===== src/source/fp_format_pkg.sv =====
// ####################
// FP number formats
// FP29i add operands are always denormal, FP16 multiply
// operands carry a hidden bit when the exponent is nonzero
// ####################
`default_nettype none

package fp_format_pkg;

	// FP29i, sign + 6b exponent + 22b mantissa
	localparam int AL_MAN_W    = 22;          // Value is man / 2^21, no hidden bit
	localparam int AL_EXP_W    = 6;
	localparam int AL_SUM_W    = AL_MAN_W + 1; // One guard bit above the mantissa
	localparam int AL_EXP_BIAS = 31;

	// FP16, sign + 5b exponent + 10b fraction
	localparam int ML_MAN_W    = 11;          // Fraction plus hidden bit
	localparam int ML_EXP_W    = 5;
	localparam int ML_EXP_BIAS = 15;

	// Leading zeros of a sum word, 0..23
	localparam int LZ_CNT_W    = 5;

	typedef logic [AL_MAN_W-1:0] al_man_t;
	typedef logic [AL_EXP_W-1:0] al_exp_t;
	typedef logic [AL_SUM_W-1:0] al_sum_t;

	typedef logic [ML_MAN_W-1:0] ml_man_t;
	typedef logic [ML_EXP_W-1:0] ml_exp_t;

	typedef logic [LZ_CNT_W-1:0] lz_cnt_t;

endpackage

`default_nettype wire


===== src/source/alu_op_pkg.sv =====
// ####################
// ALU opcodes and sizes of the
// radix-4 Booth multiplier
// ####################
`default_nettype none

package alu_op_pkg;

	// OP_SKIP never enters from outside, the add path sets it
	typedef enum logic [1:0] {
		OP_SKIP = 2'b01, // Zero mantissa on the large exponent side
		OP_MUL  = 2'b10, // FP16 x FP16 -> FP29i
		OP_ADD  = 2'b11  // FP29i +/- FP29i
	} alu_op_e;

	// 11b multiplicand, times two fits in 12b
	localparam int PP_W     = 12;
	localparam int PP_COUNT = 6;        // 11b multiplier + two zero pad bits, 3b groups
	localparam int PSUM0_W  = PP_W + 7; // Rows 0..2 with sign extension
	localparam int PSUM1_W  = PP_W + 4; // Rows 3..5, weighted by 2^6

	typedef logic [PP_W-1:0]    pp_t;
	typedef logic [PSUM0_W-1:0] psum0_t;
	typedef logic [PSUM1_W-1:0] psum1_t;

endpackage

`default_nettype wire


===== src/source/fp_alu_if.sv =====
// ####################
// Stage-to-stage bundles of the FP ALU
// align -> sum, Booth -> sum, sum -> normalize
// ####################
`timescale 1ns/1ps
`default_nettype none

// Aligned add operands plus the relay of exponents and signs
interface align_if import fp_format_pkg::*, alu_op_pkg::*; ();
	logic     valid;
	alu_op_e  op;       // OP_ADD becomes OP_SKIP here
	al_sum_t  lhs;      // Larger exponent mantissa
	al_sum_t  rhs;      // Shifted, inverted for subtract
	logic     add_sub;  // 1 add, 0 subtract
	al_exp_t  exp_a;
	al_exp_t  exp_b;
	logic     a_ge_b;   // exp_a >= exp_b
	logic     sgn_a;
	logic     sgn_b;
	al_man_t  skip_man; // Small exponent mantissa, unshifted

	modport src (
		output valid, op, lhs, rhs, add_sub,
		output exp_a, exp_b, a_ge_b, sgn_a, sgn_b, skip_man
	);
	modport sink (
		input valid, op, lhs, rhs, add_sub,
		input exp_a, exp_b, a_ge_b, sgn_a, sgn_b, skip_man
	);
endinterface

// Booth partial sums, only meaningful for OP_MUL
interface pp_if import alu_op_pkg::*; ();
	psum0_t psum0;
	psum1_t psum1;
	logic   s2;   // Negation carry of row 2, lands in row 3

	modport src  (output psum0, psum1, s2);
	modport sink (input  psum0, psum1, s2);
endinterface

// Adder result with everything the output stage needs
interface sum_if import fp_format_pkg::*, alu_op_pkg::*; ();
	logic     valid;
	alu_op_e  op;
	al_sum_t  sum;      // Bit 22 zero for a multiply
	al_exp_t  exp_a;
	al_exp_t  exp_b;
	logic     a_ge_b;
	logic     add_sub;
	logic     sgn_a;
	logic     sgn_b;
	al_man_t  skip_man;

	modport src (
		output valid, op, sum, exp_a, exp_b, a_ge_b,
		output add_sub, sgn_a, sgn_b, skip_man
	);
	modport sink (
		input valid, op, sum, exp_a, exp_b, a_ge_b,
		input add_sub, sgn_a, sgn_b, skip_man
	);
endinterface

`default_nettype wire


===== src/source/add_align_stage.sv =====
// ####################
// FP29i operand alignment
// Exponent compare and swap, then right shift of the
// small side, subtract inversion and zero skip
// ####################
`timescale 1ns/1ps
`default_nettype none

module add_align_stage import fp_format_pkg::*, alu_op_pkg::*; (
	input  wire logic clk,
	input  wire logic rst_n,
	input  wire logic in_valid,
	input  alu_op_e   op,
	input  wire logic a_sgn,
	input  al_exp_t   a_exp,
	input  al_man_t   a_man,
	input  wire logic b_sgn,
	input  al_exp_t   b_exp,
	input  al_man_t   b_man,
	align_if.src      align
);

	// Stage 1
	logic [AL_EXP_W:0] exp_diff;     // One extra bit for the borrow
	logic              a_lt_b;
	al_exp_t           exp_diff_abs;
	al_man_t           man_lhs;
	al_man_t           man_rhs;
	al_exp_t           exp_a_in;
	al_exp_t           exp_b_in;

	// Stage 2 registers
	logic              s2_valid;
	alu_op_e           s2_op;
	al_man_t           s2_lhs;
	al_man_t           s2_rhs;
	al_exp_t           s2_shamt;
	logic              s2_a_ge_b;
	logic              s2_add_sub;
	al_exp_t           s2_exp_a;
	al_exp_t           s2_exp_b;
	logic              s2_sgn_a;
	logic              s2_sgn_b;

	// Stage 2 logic
	al_man_t           rhs_aligned;
	logic              lhs_zero;

	assign exp_diff     = {1'b0, a_exp} - {1'b0, b_exp};
	assign a_lt_b       = exp_diff[AL_EXP_W];   // Borrow out
	assign exp_diff_abs = a_lt_b ? (~exp_diff[AL_EXP_W-1:0] + 1'b1) : exp_diff[AL_EXP_W-1:0];

	// Larger exponent goes left, the other one gets shifted
	assign man_lhs = a_lt_b ? b_man : a_man;
	assign man_rhs = a_lt_b ? a_man : b_man;

	// FP16 exponent lives in the low 5 bits
	assign exp_a_in = (op == OP_MUL) ? {1'b0, a_exp[ML_EXP_W-1:0]} : a_exp;
	assign exp_b_in = (op == OP_MUL) ? {1'b0, b_exp[ML_EXP_W-1:0]} : b_exp;

	always_ff @(posedge clk or negedge rst_n) begin
		if (!rst_n)
			s2_valid <= 1'b0;
		else
			s2_valid <= in_valid;
	end

	always_ff @(posedge clk) begin
		s2_op      <= op;
		s2_lhs     <= man_lhs;
		s2_rhs     <= man_rhs;
		s2_shamt   <= exp_diff_abs;
		s2_a_ge_b  <= ~a_lt_b;
		s2_add_sub <= ~(a_sgn ^ b_sgn); // Equal signs add
		s2_exp_a   <= exp_a_in;
		s2_exp_b   <= exp_b_in;
		s2_sgn_a   <= a_sgn;
		s2_sgn_b   <= b_sgn;
	end

	// Shifts of 32 and up clear the operand
	assign rhs_aligned = s2_shamt[AL_EXP_W-1] ? '0 : (s2_rhs >> s2_shamt[AL_EXP_W-2:0]);
	assign lhs_zero    = (s2_lhs == '0);

	assign align.valid    = s2_valid;
	assign align.op       = (s2_op == OP_ADD && lhs_zero) ? OP_SKIP : s2_op;
	assign align.lhs      = {1'b0, s2_lhs};
	assign align.rhs      = s2_add_sub ? {1'b0, rhs_aligned} : ~{1'b0, rhs_aligned}; // +1 later
	assign align.add_sub  = s2_add_sub;
	assign align.exp_a    = s2_exp_a;
	assign align.exp_b    = s2_exp_b;
	assign align.a_ge_b   = s2_a_ge_b;
	assign align.sgn_a    = s2_sgn_a;
	assign align.sgn_b    = s2_sgn_b;
	assign align.skip_man = s2_rhs;      // Small side passes through untouched

endmodule

`default_nettype wire


===== src/source/booth_mul_stage.sv =====
// ####################
// FP16 mantissa multiplier front end
// Radix-4 Booth partial products, then two
// sign-extended partial sums
// ####################
`timescale 1ns/1ps
`default_nettype none

module booth_mul_stage import fp_format_pkg::*, alu_op_pkg::*; (
	input  wire logic clk,
	input  alu_op_e   op,
	input  al_exp_t   a_exp,
	input  al_man_t   a_man,
	input  al_exp_t   b_exp,
	input  al_man_t   b_man,
	pp_if.src         pp
);

	// Stage 1
	ml_man_t                  man_a;     // Multiplicand
	ml_man_t                  man_b;     // Multiplier, Booth recoded
	logic [ML_MAN_W+2:0]      enc_in;    // Zero pad on top, implicit 0 below
	pp_t                      pp_d [PP_COUNT];
	logic [PP_COUNT-2:0]      neg_d;     // Top group is never negative

	// Stage 2
	pp_t                      pp_q [PP_COUNT];
	logic [PP_COUNT-2:0]      neg_q;
	psum0_t                   ps0;
	psum1_t                   ps1;

	// One Booth digit applied to the multiplicand, inverted when negative
	function automatic pp_t booth_pp(ml_man_t m, logic [2:0] grp);
		logic one;
		logic two;
		pp_t  mag;
		one = grp[1] ^ grp[0];                                        // +/-1
		two = (grp[2] & ~grp[1] & ~grp[0]) | (~grp[2] & grp[1] & grp[0]); // +/-2
		if (one)
			mag = {1'b0, m};
		else if (two)
			mag = {m, 1'b0};
		else
			mag = '0;
		return grp[2] ? ~mag : mag;
	endfunction

	// Hidden 1 for normal numbers, denormals scaled by 2
	assign man_a = (a_exp[ML_EXP_W-1:0] != '0) ? {1'b1, a_man[ML_MAN_W-2:0]}
	                                           : {a_man[ML_MAN_W-2:0], 1'b0};
	assign man_b = (b_exp[ML_EXP_W-1:0] != '0) ? {1'b1, b_man[ML_MAN_W-2:0]}
	                                           : {b_man[ML_MAN_W-2:0], 1'b0};

	assign enc_in = {2'b00, man_b, 1'b0};

	always_comb begin
		for (int i = 0; i < PP_COUNT; i++) begin
			pp_d[i] = booth_pp(man_a, enc_in[2*i +: 3]);
		end
		for (int i = 0; i < PP_COUNT - 1; i++) begin
			neg_d[i] = enc_in[2*i+2];  // Sign carried into the next row
		end
	end

	// Only loaded for a multiply, keeps the tree quiet on adds
	always_ff @(posedge clk) begin
		if (op == OP_MUL) begin
			pp_q  <= pp_d;
			neg_q <= neg_d;
		end
	end

	// Rows 0..2, first row gets the full sign extension
	always_comb begin
		ps0 = {4'b0, ~neg_q[0], neg_q[0], neg_q[0], pp_q[0]};
		ps0 = ps0 + {4'b0001, ~neg_q[1], pp_q[1], 1'b0, neg_q[0]};
		ps0 = ps0 + {2'b01, ~neg_q[2], pp_q[2], 1'b0, neg_q[1], 2'b0};
		// Rows 3..5, offset by 6 bits in the adder
		ps1 = {3'b001, ~neg_q[3], pp_q[3]};
		ps1 = ps1 + {1'b1, ~neg_q[4], pp_q[4], 1'b0, neg_q[3]};
		ps1 = ps1 + {pp_q[5], 1'b0, neg_q[4], 2'b0};
	end

	assign pp.psum0 = ps0;
	assign pp.psum1 = ps1;
	assign pp.s2    = neg_q[2];     // Row 2 carry, too high for psum0

endmodule

`default_nettype wire


===== src/source/cla_sum_stage.sv =====
// ####################
// Shared adder stage
// Picks add or multiply operands, 23b carry-lookahead sum
// ####################
`timescale 1ns/1ps
`default_nettype none

module cla_sum_stage import fp_format_pkg::*, alu_op_pkg::*; (
	input  wire logic clk,
	input  wire logic rst_n,
	align_if.sink     align,
	pp_if.sink        pp,
	sum_if.src        sum
);

	localparam int GRP_W = 4;
	localparam int GRP_N = 6;        // 24b, one pad bit over the sum word

	logic     s3_valid;
	alu_op_e  s3_op;
	al_sum_t  s3_lhs;
	al_sum_t  s3_rhs;
	logic     s3_add_sub;
	psum0_t   s3_psum0;
	psum1_t   s3_psum1;
	logic     s3_s2;

	al_sum_t                  add_l;
	al_sum_t                  add_r;
	logic                     add_cin;
	logic [GRP_N*GRP_W-1:0]   gen;
	logic [GRP_N*GRP_W-1:0]   prop;
	logic [GRP_N*GRP_W-1:0]   carry;
	logic [GRP_N:0]           gcarry;   // Carry into each group
	logic [GRP_N*GRP_W-1:0]   sum_full;

	always_ff @(posedge clk or negedge rst_n) begin
		if (!rst_n)
			s3_valid <= 1'b0;
		else
			s3_valid <= align.valid;
	end

	always_ff @(posedge clk) begin
		s3_op          <= align.op;
		s3_lhs         <= align.lhs;
		s3_rhs         <= align.rhs;
		s3_add_sub     <= align.add_sub;
		s3_psum0       <= pp.psum0;
		s3_psum1       <= pp.psum1;
		s3_s2          <= pp.s2;
		sum.exp_a      <= align.exp_a;
		sum.exp_b      <= align.exp_b;
		sum.a_ge_b     <= align.a_ge_b;
		sum.sgn_a      <= align.sgn_a;
		sum.sgn_b      <= align.sgn_b;
		sum.skip_man   <= align.skip_man;
	end

	// Operand mux, skip leaves the adder idle
	always_comb begin
		case (s3_op)
			OP_ADD: begin
				add_l   = s3_lhs;
				add_r   = s3_rhs;
				add_cin = ~s3_add_sub;         // Two's complement +1
			end
			OP_MUL: begin
				add_l   = {4'b0, s3_psum0};
				add_r   = {1'b0, s3_psum1, 1'b0, s3_s2, 4'b0};
				add_cin = 1'b0;
			end
			default: begin
				add_l   = '0;
				add_r   = '0;
				add_cin = 1'b0;
			end
		endcase
	end

	assign gen       = {1'b0, add_l} & {1'b0, add_r};
	assign prop      = {1'b0, add_l} ^ {1'b0, add_r};
	assign gcarry[0] = add_cin;

	// Lookahead inside each 4b group, group carries chained by G/P
	for (genvar g = 0; g < GRP_N; g++) begin : g_grp
		logic [GRP_W-1:0] gg;
		logic [GRP_W-1:0] pg;
		logic             c0;
		assign gg = gen[GRP_W*g +: GRP_W];
		assign pg = prop[GRP_W*g +: GRP_W];
		assign c0 = gcarry[g];
		assign carry[GRP_W*g]   = c0;
		assign carry[GRP_W*g+1] = gg[0] | (pg[0] & c0);
		assign carry[GRP_W*g+2] = gg[1] | (pg[1] & gg[0]) | (pg[1] & pg[0] & c0);
		assign carry[GRP_W*g+3] = gg[2] | (pg[2] & gg[1]) | (pg[2] & pg[1] & gg[0])
		                        | (pg[2] & pg[1] & pg[0] & c0);
		assign gcarry[g+1] = gg[3] | (pg[3] & gg[2]) | (pg[3] & pg[2] & gg[1])
		                   | (pg[3] & pg[2] & pg[1] & gg[0])
		                   | (&pg & c0);
	end

	assign sum_full = prop ^ carry;

	assign sum.valid   = s3_valid;
	assign sum.op      = s3_op;
	assign sum.add_sub = s3_add_sub;
	// Product is 22b, drop the sign-extension wrap above it
	assign sum.sum = (s3_op == OP_MUL) ? {1'b0, sum_full[AL_SUM_W-2:0]}
	                                   : sum_full[AL_SUM_W-1:0];

endmodule

`default_nettype wire


===== src/source/norm_out_stage.sv =====
// ####################
// Output normalizer
// Leading-zero count, left shift so that bit 21 is set,
// exponent adjust and result sign
// ####################
`timescale 1ns/1ps
`default_nettype none

module norm_out_stage import fp_format_pkg::*, alu_op_pkg::*; (
	input  wire logic clk,
	input  wire logic rst_n,
	sum_if.sink       sum,
	output logic      out_valid,
	output logic      y_sgn,
	output al_exp_t   y_exp,
	output al_man_t   y_man
);

	localparam int EXP_X_W = AL_EXP_W + 2;   // Headroom for the rebias math
	// Product rebias: +AL bias -2x ML bias, +1 for the 2^20 scale, +1 for normalization
	localparam logic [EXP_X_W-1:0] MUL_EXP_OFS = EXP_X_W'(AL_EXP_BIAS + 2 - 2 * ML_EXP_BIAS);

	// Stage 4
	logic                s4_valid;
	alu_op_e             s4_op;
	al_sum_t             s4_sum;
	al_exp_t             s4_exp_a;
	al_exp_t             s4_exp_b;
	logic                s4_a_ge_b;
	logic                s4_add_sub;
	logic                s4_sgn_a;
	logic                s4_sgn_b;
	al_man_t             s4_skip_man;
	lz_cnt_t             s4_lz;
	logic [EXP_X_W-1:0]  s4_exp_base;
	logic                s4_sgn;

	// Stage 5
	logic                s5_valid;
	alu_op_e             s5_op;
	al_sum_t             s5_sum;
	lz_cnt_t             s5_lz;
	logic [EXP_X_W-1:0]  s5_exp_base;
	logic                s5_sgn;
	al_man_t             s5_skip_man;
	al_sum_t             s5_shifted;
	logic [EXP_X_W-1:0]  s5_exp_adj;

	// Position of the top set bit, 23 for an all-zero word
	function automatic lz_cnt_t lead_zeros(al_sum_t v);
		lz_cnt_t cnt;
		cnt = lz_cnt_t'(AL_SUM_W);
		for (int i = 0; i < AL_SUM_W; i++) begin
			if (v[i])
				cnt = lz_cnt_t'(AL_SUM_W - 1 - i);
		end
		return cnt;
	endfunction

	always_ff @(posedge clk or negedge rst_n) begin
		if (!rst_n) begin
			s4_valid <= 1'b0;
			s5_valid <= 1'b0;
		end else begin
			s4_valid <= sum.valid;
			s5_valid <= s4_valid;
		end
	end

	always_ff @(posedge clk) begin
		s4_op       <= sum.op;
		s4_sum      <= sum.sum;
		s4_exp_a    <= sum.exp_a;
		s4_exp_b    <= sum.exp_b;
		s4_a_ge_b   <= sum.a_ge_b;
		s4_add_sub  <= sum.add_sub;
		s4_sgn_a    <= sum.sgn_a;
		s4_sgn_b    <= sum.sgn_b;
		s4_skip_man <= sum.skip_man;
	end

	// LZD plus the exponent before the shift correction
	always_comb begin
		s4_lz = lead_zeros(s4_sum);
		case (s4_op)
			OP_MUL: begin
				s4_exp_base = {2'b0, s4_exp_a} + {2'b0, s4_exp_b} + MUL_EXP_OFS;
				s4_sgn      = s4_sgn_a ^ s4_sgn_b;
			end
			OP_SKIP: begin                        // Small exponent side survives
				s4_exp_base = s4_a_ge_b ? {2'b0, s4_exp_b} : {2'b0, s4_exp_a};
				s4_sgn      = s4_a_ge_b ? s4_sgn_b : s4_sgn_a;
			end
			default: begin
				s4_exp_base = (s4_a_ge_b ? {2'b0, s4_exp_a} : {2'b0, s4_exp_b}) + 1'b1;
				s4_sgn      = s4_add_sub ? s4_sgn_a : (s4_a_ge_b ? s4_sgn_a : s4_sgn_b);
			end
		endcase
	end

	always_ff @(posedge clk) begin
		s5_op       <= s4_op;
		s5_sum      <= s4_sum;
		s5_lz       <= s4_lz;
		s5_exp_base <= s4_exp_base;
		s5_sgn      <= s4_sgn;
		s5_skip_man <= s4_skip_man;
	end

	assign s5_shifted = s5_sum << s5_lz;                      // MSB lands on bit 22
	assign s5_exp_adj = s5_exp_base - {{(EXP_X_W-LZ_CNT_W){1'b0}}, s5_lz};

	always_comb begin
		if (s5_op == OP_SKIP) begin
			y_man = s5_skip_man;
			y_exp = s5_exp_base[AL_EXP_W-1:0];
			y_sgn = s5_sgn;
		end else if (s5_sum == '0) begin                      // Clean zero
			y_man = '0;
			y_exp = '0;
			y_sgn = 1'b0;
		end else begin
			y_man = s5_shifted[AL_SUM_W-1:1];                 // Truncate the guard bit
			y_exp = s5_exp_adj[AL_EXP_W-1:0];                 // Overflow not handled
			y_sgn = s5_sgn;
		end
	end

	assign out_valid = s5_valid;

endmodule

`default_nettype wire


===== src/source/fp_alu_top.sv =====
// ####################
// FP ALU top level
// Five-stage pipe, FP29i add/sub and FP16 multiply,
// result four edges after the operand is taken
// ####################
`timescale 1ns/1ps
`default_nettype none

module fp_alu_top import fp_format_pkg::*, alu_op_pkg::*; (
	input  wire logic    clk,
	input  wire logic    rst_n,
	input  wire logic    in_valid,
	input  alu_op_e      op,
	input  wire logic    a_sgn,
	input  al_exp_t      a_exp,  // FP16 uses bits 4:0
	input  al_man_t      a_man,  // FP16 uses bits 9:0
	input  wire logic    b_sgn,
	input  al_exp_t      b_exp,
	input  al_man_t      b_man,
	output logic         out_valid,
	output logic         y_sgn,
	output al_exp_t      y_exp,
	output al_man_t      y_man
);

	align_if i_align_if ();
	pp_if    i_pp_if ();
	sum_if   i_sum_if ();

	// Stages 1-2, add path
	add_align_stage i_add_align_stage (
		.clk      (clk),
		.rst_n    (rst_n),
		.in_valid (in_valid),
		.op       (op),
		.a_sgn    (a_sgn),
		.a_exp    (a_exp),
		.a_man    (a_man),
		.b_sgn    (b_sgn),
		.b_exp    (b_exp),
		.b_man    (b_man),
		.align    (i_align_if.src)
	);

	// Stages 1-2, multiply path
	booth_mul_stage i_booth_mul_stage (
		.clk   (clk),
		.op    (op),
		.a_exp (a_exp),
		.a_man (a_man),
		.b_exp (b_exp),
		.b_man (b_man),
		.pp    (i_pp_if.src)
	);

	// Stage 3, shared adder
	cla_sum_stage i_cla_sum_stage (
		.clk   (clk),
		.rst_n (rst_n),
		.align (i_align_if.sink),
		.pp    (i_pp_if.sink),
		.sum   (i_sum_if.src)
	);

	// Stages 4-5, normalize and drive out
	norm_out_stage i_norm_out_stage (
		.clk       (clk),
		.rst_n     (rst_n),
		.sum       (i_sum_if.sink),
		.out_valid (out_valid),
		.y_sgn     (y_sgn),
		.y_exp     (y_exp),
		.y_man     (y_man)
	);

endmodule

`default_nettype wire


===== config.mk =====
export PLATFORM = sky130hd
export DESIGN_NAME = fp_alu_top
export DESIGN_NICKNAME = d
export VERILOG_FILES = /design/src/source/fp_format_pkg.sv /design/src/source/alu_op_pkg.sv /design/src/source/fp_alu_if.sv /design/src/source/add_align_stage.sv /design/src/source/booth_mul_stage.sv /design/src/source/cla_sum_stage.sv /design/src/source/norm_out_stage.sv /design/src/source/fp_alu_top.sv
export SDC_FILE = /design/constraint.sdc
export NUM_CORES = 1
export LEC_CHECK = 0
export BUFFER_PORTS_ARGS = -buffer_cell sky130_fd_sc_hd__buf_2
export CAP_MARGIN = 0
export CORE_MARGIN = 3
export CORE_UTILIZATION = 40
export DETAILED_ROUTE_END_ITERATION = 7
export PLACE_DENSITY_LB_ADDON = 0.2
export SLEW_MARGIN = 20
export SYNTH_ARGS = -nofsm -noshare
export SYNTH_HDL_FRONTEND = slang
export SYNTH_HIERARCHICAL = 1
export SYNTH_SLANG_ARGS = --single-unit

===== constraint.sdc =====
create_clock -name clk -period 4.5 [get_ports clk]
set_input_delay 0.9 -clock clk [delete_from_list [all_inputs] [get_ports clk]]
set_output_delay 0.9 -clock clk [all_outputs]
set_load 0.03 [all_outputs]

-- Yosys cells after proc, flatten, opt, wreduce, memory -nomap -nowiden
Cells that the tools add are included.
- add/subtract/negate cells: 10
- multipliers: 0
- div/mod/pow operators: 0
- magnitude comparators: 0
- eq/ne operators: 7
- shift-type cells: 2
- multiplexer cells: 62
- bitwise logic cells: 190
- reduce and logical (&&, ||, !) cells: 15
- operators with widths (cell ; count):
    12-bit two-way mux ; 15
    22-bit two-way mux ; 6
    1-bit AND ; 97
    12-bit NOT ; 5
    1-bit bitwise OR ; 57
    23-bit case mux with 2 select lines ; 1
    11-bit two-way mux ; 4
    22-bit case mux with 2 select lines ; 1
    4-bit two-way mux ; 8
    5-bit two-way mux ; 6
    6-bit two-way mux ; 5
    23-bit logical NOT ; 1
    22-bit NOT with 23-bit output ; 1
    23-bit by 5-bit << shifter with 23-bit output ; 1
    22-bit by 23-bit XOR with 23-bit output ; 1
    23-bit XOR ; 1
    22-bit AND ; 1
    22-bit logical NOT ; 1
    22-bit by 5-bit >> shifter with 22-bit output ; 1
    4-bit AND reduction ; 5
    19-bit by 18-bit adder with 19-bit output ; 1
    1-bit NOT ; 19
    15-bit by 16-bit adder with 17-bit output ; 1
    14-bit by 16-bit adder with 16-bit output ; 1
    other kinds (21) ; 46
- flip-flop bits (word level): 392
- latch bits: 0
- bits in writable memories: 0
- bits in read-only memories: 0
- input port bits: 63
- output and inout port bits: 30
- word-level logic and storage cells: 344
- memories: 0

-- Longest topological paths before layout
Gate-level depths: netlist (run 1).
- depth in word-level cells: 22
- depth in mapped cells: 15
- gate-level depth less buffers: 13

-- Cells and area by module
Netlist (run 1), hierarchy kept.
- by module, submodules not included (module ; instances ; cells an instance ; area each (um^2) ; sequential area each (um^2)):
    booth_mul_stage ; 1 ; 707 ; 7006.7 ; 2312.2
    norm_out_stage ; 1 ; 454 ; 4922.2 ; 2492.4
    cla_sum_stage ; 1 ; 337 ; 4127.7 ; 2467.4
    add_align_stage ; 1 ; 360 ; 3779.9 ; 1386.3

-- Least setup slack after synthesis (run 1)
OpenSTA, ideal clock, no wires.
- kind: input port to flip-flop
- from: input op[0]
- to: register i_booth_mul_stage.neg_q[0] (enable)
- setup time: 0.523 ns
- data arrival time: 4.335 ns
- required time: 3.977 ns
- slack: -0.358 ns
- cell stages on the path: 1
- buffers on the path: 0
- cells stage by stage: nor2b_1
- longest elaborated chain between the ends: 1
- ends and longest elaborated chain (what ; line ; RTL):
    from (decl) ; fp_alu_top.sv:13 ; input alu_op_e op,
    2-bit equality test ; booth_mul_stage.sv:67 ; if (op == OP_MUL) begin
    to (signal assigned) ; booth_mul_stage.sv:69 ; neg_q <= neg_d;
    to (decl) ; booth_mul_stage.sv:28 ; logic [PP_COUNT-2:0] neg_q;
No other way between the ends.
A chain may end at the register's enable or synchronous reset.

-- Final worst setup path (run 1)
- from: register i_norm_out_stage.s5_lz[0]
- to: output y_exp[5]
- longest elaborated chain between the ends: 3
- ends and longest elaborated chain (what ; line ; RTL):
    from (decl) ; norm_out_stage.sv:42 ; lz_cnt_t s5_lz;
    from (signal assigned) ; norm_out_stage.sv:104 ; s5_lz <= s4_lz;
    6-bit by 5-bit subtractor with 6-bit output ; norm_out_stage.sv:111 ; assign s5_exp_adj = s5_exp_base - {{(EXP_X_W-LZ_CNT_W){1'b0}}, s5_lz};
    6-bit two-way mux ; norm_out_stage.sv:118 ; end else if (s5_sum == '0) begin
    6-bit two-way mux ; norm_out_stage.sv:114 ; if (s5_op == OP_SKIP) begin
    to (decl) ; fp_alu_top.sv:22 ; output al_exp_t y_exp,
No other way between the ends.

==> results of run 1 <==
report_power, final:
group	internal, W	switching, W	leakage, nW
Sequential	0.00431	0.000662	3.39
Combinational	0.00187	0.00257	4.97
Clock	0.00224	0.00148	0.743
per-stage QoR:
stage / util (%) / hold WS, ns / setup slack, ns
6_report: 46.15 / 0.1248 / 0.3591
5_1_grt: 46.15 / 0.09717 / 0.08990
4_1_cts: 46.15 / 0.07881 / 0.3052
3_5_place_dp: 42.99 / 0.3121 / 0.8316
3_3_place_gp: 42.99 / 0.3101 / 0.8807
2_1_floorplan: - / 0.3096 / 1.011
state kept, by name, summed over array words and instances (netlist names), 16 cells and up:
register and flops:
i_add_align_stage/s2_lhs 22, i_norm_out_stage/s4_skip_man 22, i_booth_mul_stage/pp_q 72, i_cla_sum_stage/s3_rhs 23
i_add_align_stage/align.skip_man 22, i_cla_sum_stage/s3_psum0 19, i_norm_out_stage/s5_skip_man 22, i_norm_out_stage/s5_sum 23
i_cla_sum_stage/s3_psum1 16, i_norm_out_stage/s4_sum 23, i_cla_sum_stage/sum.skip_man 22, i_cla_sum_stage/s3_lhs 23
metal layers:
metal	GRT usage (%)	vias up	wire, um
met4	9.511	0	2600
met3	3.141	126	2968
li1	-	6960	-
met1	27.94	7033	24860
met2	34.66	500	26510
met5	0	-	0
placed cells by master (no fill, tap or decap), drive strengths merged, types with 7 or more instances in the layout:
cell,Yosys,routed
clkinv,4,11
o31ai,12,12
o221ai,47,47
mux4,31,31
a21oi,71,71
a221oi,14,14
fa,31,31
nand2b,12,12
nor2b,47,47
xnor2,69,69
dfxtp,312,312
a22o,7,7
ha,84,84
o21a,18,18
mux2,70,70
or2,7,7
xor2,15,15
a31oi,21,21
a21boi,9,9
clkbuf,60,54
o211ai,13,13
and2,13,13
a21o,13,13
buf,41,119
edfxtp,77,77
a22oi,61,61
o21ai,90,90
nor3,31,31
nor2,109,109
nand2,117,117
mux2i,109,109
a211oi,10,10
inv,86,94
and3,15,15
nor4,14,14
nand3,26,26
o22ai,10,10
worst paths after layout:
check / slack, ns / end / cells past startpoint / startpoint
worst max-delay path: 0.36 / y_exp[5] / 8 / i_norm_out_stage/s5_lz[0]
worst min-delay path: 0.12 / i_norm_out_stage/out_valid / 1 / rst_n
worst max register to register: 0.82 / i_norm_out_stage/s4_sum[21] / 14 / i_cla_sum_stage/sum.op[0]
worst min register to register: 0.32 / i_norm_out_stage/s4_exp_a[2] / 0 / i_cla_sum_stage/sum.exp_a[2]
max in group asynchronous: 4.26 / i_norm_out_stage/s4_valid / 1 / rst_n
min in group clk: 0.32 / i_norm_out_stage/s4_exp_a[2] / 0 / i_cla_sum_stage/sum.exp_a[2]
kinds of logic (layout without fill, tap and decap cells):
group | count (synthesis) | count (layout)
compound gates | 441 | 441
xor+xnor | 84 | 84
fa+ha+maj | 116 | 116
buf+inv | 192 | 287
flops | 393 | 393
mux | 210 | 210
other cells | 1 | 1
simple gates | 421 | 421
layout make-up:
type	instances	area share, %
Multi-Input combinational cell	1273	46.11
Clock buffer	54	5.434
Sequential cell	393	38.82
Tap cell	656	3.679
Timing Repair Buffer	119	3.028
Clock inverter	24	1.424
Inverter	90	1.514
==> flow_metrics.env, run 1 <==
export IMPL_synthTopCellsByCount="312 x dfxtp_1, 117 x nand2_1, 109 x nor2_1"
export IMPL_cts_tree="yes"
export IMPL_start_kind="flip-flop"
export IMPL_yosys_area_share_xor_xnor_pct=3.709
export IMPL_cp_buffers_inverters=2
export IMPL_maxSlewHeadroom_pct=22.52
export IMPL_ys_types=95
export IMPL_path_cells="buf_4 > ha_1 > nor2b_1 > o21ai_0 > a21oi_1 > or4b_2 > nand3_1 > buf_2"
export IMPL_dieArea_mm2=0.05230
export IMPL_tightest_slew_ns=1.162
export IMPL_synthSimpleGateAreaFrac_pct=10.31
export IMPL_drc_errors=3
export IMPL_boundaryPins=93
export IMPL_yosys_warnings=6
export IMPL_antenna_found_initial=0
export IMPL_finalMaxSlewViolations=0
export IMPL_grt_pass1_vias=14350
export IMPL_fin_setup_tns_ns=0
export IMPL_synth_top_area_share_pct=31.49
export IMPL_post_synth_top_count_cell="dfxtp_1"
export IMPL_synth_nets=2036
export IMPL_wirelength_mm=56.93
export IMPL_crit_type="flip-flop to output pin"
export IMPL_vias=14620
export IMPL_violations="DRC"
export IMPL_ys_ff_latch=393
export IMPL_fin_nets=2097
export IMPL_n_antenna_cell=0
export IMPL_port_buffers=92
export IMPL_path_max_fanout=18
export IMPL_crit_path_top_delay_cell="dfxtp_1"
export IMPL_path_delay_family="flip-flops"
export IMPL_outcome="finished, violations left"
export IMPL_syn_cell_area_mm2=0.01984
export IMPL_ys_seq_area_share_pct=43.65
export IMPL_cp_end_kind="output pin"
export IMPL_fillers=4510
export IMPL_maxCapViolCount=0
export IMPL_synth_flop_cell="dfxtp_1"
export IMPL_drive_gt1_share_pct=16.49
export IMPL_synthCells=1858
export IMPL_postSynthAreaPerCell_um2=10.68
export IMPL_dr_pass1_iters=8
export IMPL_grt_pass1_wl_mm=86.08
export IMPL_place_gp_congestion=0.9485
export IMPL_hold_viol=0
export IMPL_crit_arrival_ns=3.24
export IMPL_cts_resized=0
export IMPL_drt_iter0_markers=1228
export IMPL_placedCellCount=2531
export IMPL_row_count=80
export IMPL_grt_use_total_pct=21.21
export IMPL_clockBufferDepth=3
export IMPL_cts_made_buffers=42
export IMPL_synth_largest_area_cell="dfxtp_1"
export IMPL_area_growth_pct=12.48
export IMPL_synth_compound_area_share_pct=15.63
export IMPL_fin_skew_ns=0.01750
export IMPL_place_area_mm2=0.02078
export IMPL_clock_sinks=393
export IMPL_period_needed_ns=4.141
export IMPL_setup_viol=0
export IMPL_die_w_um=228.7
export IMPL_synthAdderAreaFrac_pct=8.477
export IMPL_synth_edf_count=77
export IMPL_irDropWorstVdd_mv=0.3358
export IMPL_fmax_ghz=0.2415
export IMPL_synthMuxAreaShare_pct=13.66
export IMPL_multi_input_area_mm2=0.01029
export IMPL_postCtsSetupBuffers=0
export IMPL_period_share_pct=92.02
export IMPL_core_mm2=0.04835
export IMPL_cellPowerDensity_mw_per_mm2=588.4
export IMPL_path_clk_slew_ns=0.06
export IMPL_synth_top_family_by_area="compound AO/OA/AOI/OAI gates"
export IMPL_p_total_w=0.01313
export IMPL_route_antenna_remaining_nets=0
export IMPL_vias_per_cell=5.603
export IMPL_hold_class="primary input to async pin"
export IMPL_async_flop_share_pct=1.018
export IMPL_fp_dieH_um=228.7
export IMPL_initial_core_util_pct=41.03
export IMPL_grt_setup_unrepaired="false"
export IMPL_slowest_delay_ns=0.87
export IMPL_netlist_top_cells_area="dfxtp_1 31%, edfxtp_1 12%, ha_1 5.3%"
export IMPL_wire_per_inst_um=21.82
export IMPL_fin_cells=2609
export IMPL_dp_hpwl_mm=42.52
export IMPL_grt_max_degree=78
export IMPL_clkLatencyLatePin_ns=0.58
export IMPL_seqCellArea_mm2=0.008661
export IMPL_cp_required_ns=3.60
export IMPL_cts_root_buf="clkbuf_16"
export IMPL_cts_hold_buffers=0
export IMPL_fin_area_mm2=0.02231
export IMPL_grt_ovfl_total=0
export IMPL_power_leakage_nw=9.096
export IMPL_h_tree_depth=2
Note: power is estimated with default switching activity, not from simulation.
==> run 2: changes to the inputs <==
CTS_BUF_LIST = sky130_fd_sc_hd__clkbuf_2   (was default)
REMOVE_ABC_BUFFERS = 1   (was default)
SYNTH_HIERARCHICAL = default   (was 1)
==> run 2 against run 1 <==
Net effect:
- the flow now finishes without violations
- wire length down 3.5%
- clock skew up 0.076 ns
- register-to-register slack worse by 0.15 ns
- final cell count up 5.0%
- global-route usage is 0.11 points higher
- fmax decreased by 1.2%
- combinational power fell by 2%
- non-clock buffer count up 20
- critical endpoint unchanged
- largest cell class unchanged
==> flow_metrics.env, run 2 <==
export IMPL_synth_largest_area_cell="dfxtp_1"
export IMPL_grt_pass1_vias=14790
export IMPL_cellPowerDensity_mw_per_mm2=543.9
export IMPL_fillers=4621
export IMPL_place_area_mm2=0.02047
export IMPL_hold_path_cell_count=2
export IMPL_dr_pass1_iters=6
export IMPL_period_share_pct=93.17
export IMPL_initial_core_util_pct=40.59
export IMPL_grt_pass1_wl_mm=84.24
export IMPL_multi_input_area_mm2=0.01005
export IMPL_hold_viol=0
export IMPL_ys_ff_latch=392
export IMPL_layout_setup_ws_ns=0.3073
export IMPL_critPathMostFrequentCell="o21ai_0"
export IMPL_power_leakage_nw=9.219
export IMPL_post_route_util_pct=45.20
export IMPL_clockBufferDepth=3
export IMPL_cts_tree="yes"
export IMPL_path_cells="inv_1 > ha_1 > o21ai_0 > a21boi_0 > o21ai_0 > a21o_1 > nand3_1 > buf_2"
export IMPL_dieArea_mm2=0.05124
export IMPL_p_clk_share_pct=21.5
export IMPL_path_clk_slew_ns=0.09
export IMPL_row_count=80
export IMPL_swShare_pct=38.37
export IMPL_postSynthAreaPerCell_um2=10.14
export IMPL_dpl_worst_slack_ns=0.6443
export IMPL_largest_register_ffs=72
export IMPL_grt_use_total_pct=21.32
export IMPL_cts_root_buf="clkbuf_2"
export IMPL_fmax_ghz=0.2385
export IMPL_grt_ovfl_total=0
export IMPL_start_kind="flip-flop"
export IMPL_fin_area_mm2=0.02163
export IMPL_wirelength_mm=54.94
export IMPL_crit_path_top_delay_cell="dfxtp_1"
export IMPL_synthTopCellsByCount="311 x dfxtp_1, 132 x nand2_1, 117 x nor2_1"
export IMPL_synthCells=1916
export IMPL_layout_common_cells="307 x dfxtp_1, 136 x clkbuf_2, 132 x nand2_1"
export IMPL_path_max_fanout=13
export IMPL_timing_hold_ws_ns=0.1400
export IMPL_postCtsSetupBuffers=0
export IMPL_drt_iter0_markers=1108
export IMPL_fin_skew_ns=0.09396
export IMPL_hold_class="primary input to flip-flop"
export IMPL_tightest_slew_ns=0.9121
export IMPL_setup_viol=0
export IMPL_cp_required_ns=3.60
export IMPL_mostFrequentLayoutCell="dfxtp_1"
export IMPL_dp_hpwl_mm=41.62
export IMPL_route_antenna_remaining_nets=0
export IMPL_drc_errors=0
export IMPL_wire_per_inst_um=20.05
export IMPL_period_needed_ns=4.193
export IMPL_maxSlewHeadroom_pct=38.84
export IMPL_grt_setup_unrepaired="false"
export IMPL_cts_made_buffers=99
export IMPL_vias_per_cell=5.488
export IMPL_synth_flop_cell="dfxtp_1"
export IMPL_port_buffers=92
export IMPL_irDropWorstVdd_mv=0.1913
export IMPL_finalMaxSlewViolations=0
export IMPL_post_synth_top_count_cell="dfxtp_1"
export IMPL_seqCellArea_mm2=0.008648
export IMPL_syn_cell_area_mm2=0.01942
export IMPL_synth_top_area_share_pct=32.06
export IMPL_ys_types=85
export IMPL_p_comb_share_pct=37.1
export IMPL_regMostFlops="i_booth_mul_stage.pp_q"
export IMPL_ys_seq_area_share_pct=44.48
export IMPL_vias=15040
export IMPL_slowest_delay_ns=0.67
export IMPL_fp_dieH_um=226.4
export IMPL_cp_end_kind="output pin"
export IMPL_crit_type="flip-flop to output pin"
export IMPL_yosys_warnings=0
export IMPL_outcome="complete, no violations"
export IMPL_p_int_w=0.007249
export IMPL_fin_nets=2225
export IMPL_clock_sinks=392
export IMPL_seqPwrFrac_pct=41.4
export IMPL_core_mm2=0.04785
export IMPL_maxCapViolCount=0
export IMPL_drive_gt1_share_pct=17.84
export IMPL_p_sw_w=0.004513
export IMPL_reg2reg_depth=14
export IMPL_area_growth_pct=11.35
export IMPL_antenna_found_initial=1
export IMPL_die_w_um=226.4
export IMPL_boundaryPins=93
export IMPL_h_tree_depth=3
export IMPL_async_flop_share_pct=1.020
export IMPL_place_gp_congestion=0.9141
export IMPL_crit_arrival_ns=3.29
export IMPL_fin_cells=2740
export IMPL_grt_max_degree=80
export IMPL_netlist_top_cells_area="dfxtp_1 32%, edfxtp_1 12%, ha_1 6.1%"
export IMPL_clkLatencyLatePin_ns=1.03
export IMPL_synth_edf_count=77
export IMPL_placedCellCount=2548
run 2: worst paths after layout:
kind	startpoint	end	slack [ns]
setup / recovery	i_norm_out_stage.s5_lz[2]	y_exp[5]	0.31
hold / removal	b_man[21]	i_add_align_stage.align.skip_man[21]	0.14
setup reg to reg	i_booth_mul_stage.neg_q[0]	i_cla_sum_stage.s3_psum0[18]	0.67
hold reg to reg	i_add_align_stage.align.a_ge_b	i_cla_sum_stage.sum.a_ge_b	0.32
max in group asynchronous	rst_n	i_norm_out_stage.out_valid	4.17
min in group asynchronous	rst_n	i_norm_out_stage.s4_valid	0.21
run 2: power groups by stage:
stage / logic (W) / clock network (W) / registers (W)
5_1_grt: 0.00476 / 0.00282 / 0.00496
6_report: 0.00437 / 0.00252 / 0.00487
4_1_cts: 0.00436 / 0.00262 / 0.00487
3_5_place_dp: 0.00432 / 0 / 0.00495
2_1_floorplan: 0.00314 / 0 / 0.00477
3_3_place_gp: 0.00429 / 0 / 0.00493
run 2: area by class of cell:
type                    count  area share, %
multi-input cells        1334          46.45
flip-flops and latches    392          39.99
repair buffers            139          3.980
well taps                 615          3.558
clock buffers             136          3.147
clock inverters            41          1.441
inverters                  82          1.423
diodes                      1        0.01157
run 2: metal layers:
layer / up-vias / global-route usage, % / wire (um)
li1: 7307 / - / -
met5: - / 0 / 0
met3: 123 / 3.871 / 3097
met1: 7120 / 27.99 / 24610
met2: 487 / 34.53 / 25000
met4: 0 / 9.371 / 2235
run 2: critical path: cells and delay by family, from the launching register on:
kind                     cells  cell delay, ns
adder cells (fa/ha/maj)      1            0.37
flip-flops                   1            0.67
buffers and inverters        2            0.41
AND/OR/NAND/NOR              1            0.10
AO/OA/AOI/OAI                4            0.75
run 2: timing repair:
item / CTS / global route
endpoints found under the setup margin: 21 / 2
hold buffers: 14 / 0
hold endpoints to repair: 17 / 0
gates resized for setup: 6 / 2
run 2: logic make-up (layout without fill, tap and decap cells):
kind of cell	count (synthesis)	count (layout)	synth area share, %
AO/OA/AOI/OAI	503	503	17.31
XOR/XNOR	94	94	4.310
adder cells (fa/ha/maj)	114	114	8.078
buffers and inverters	190	398	3.975
flip-flops	392	392	44.48
multiplexers	167	167	10.42
other	0	1	0
AND/OR/NAND/NOR	456	456	11.43
run 2: metrics by stage:
stage | setup TNS (ns) | power, W
2_1_floorplan | -39.08 | 0.007909
3_3_place_gp | 0 | 0.009212
3_5_place_dp | 0 | 0.009270
4_1_cts | 0 | 0.01184
5_1_grt | 0 | 0.01254
6_report | 0 | 0.01176
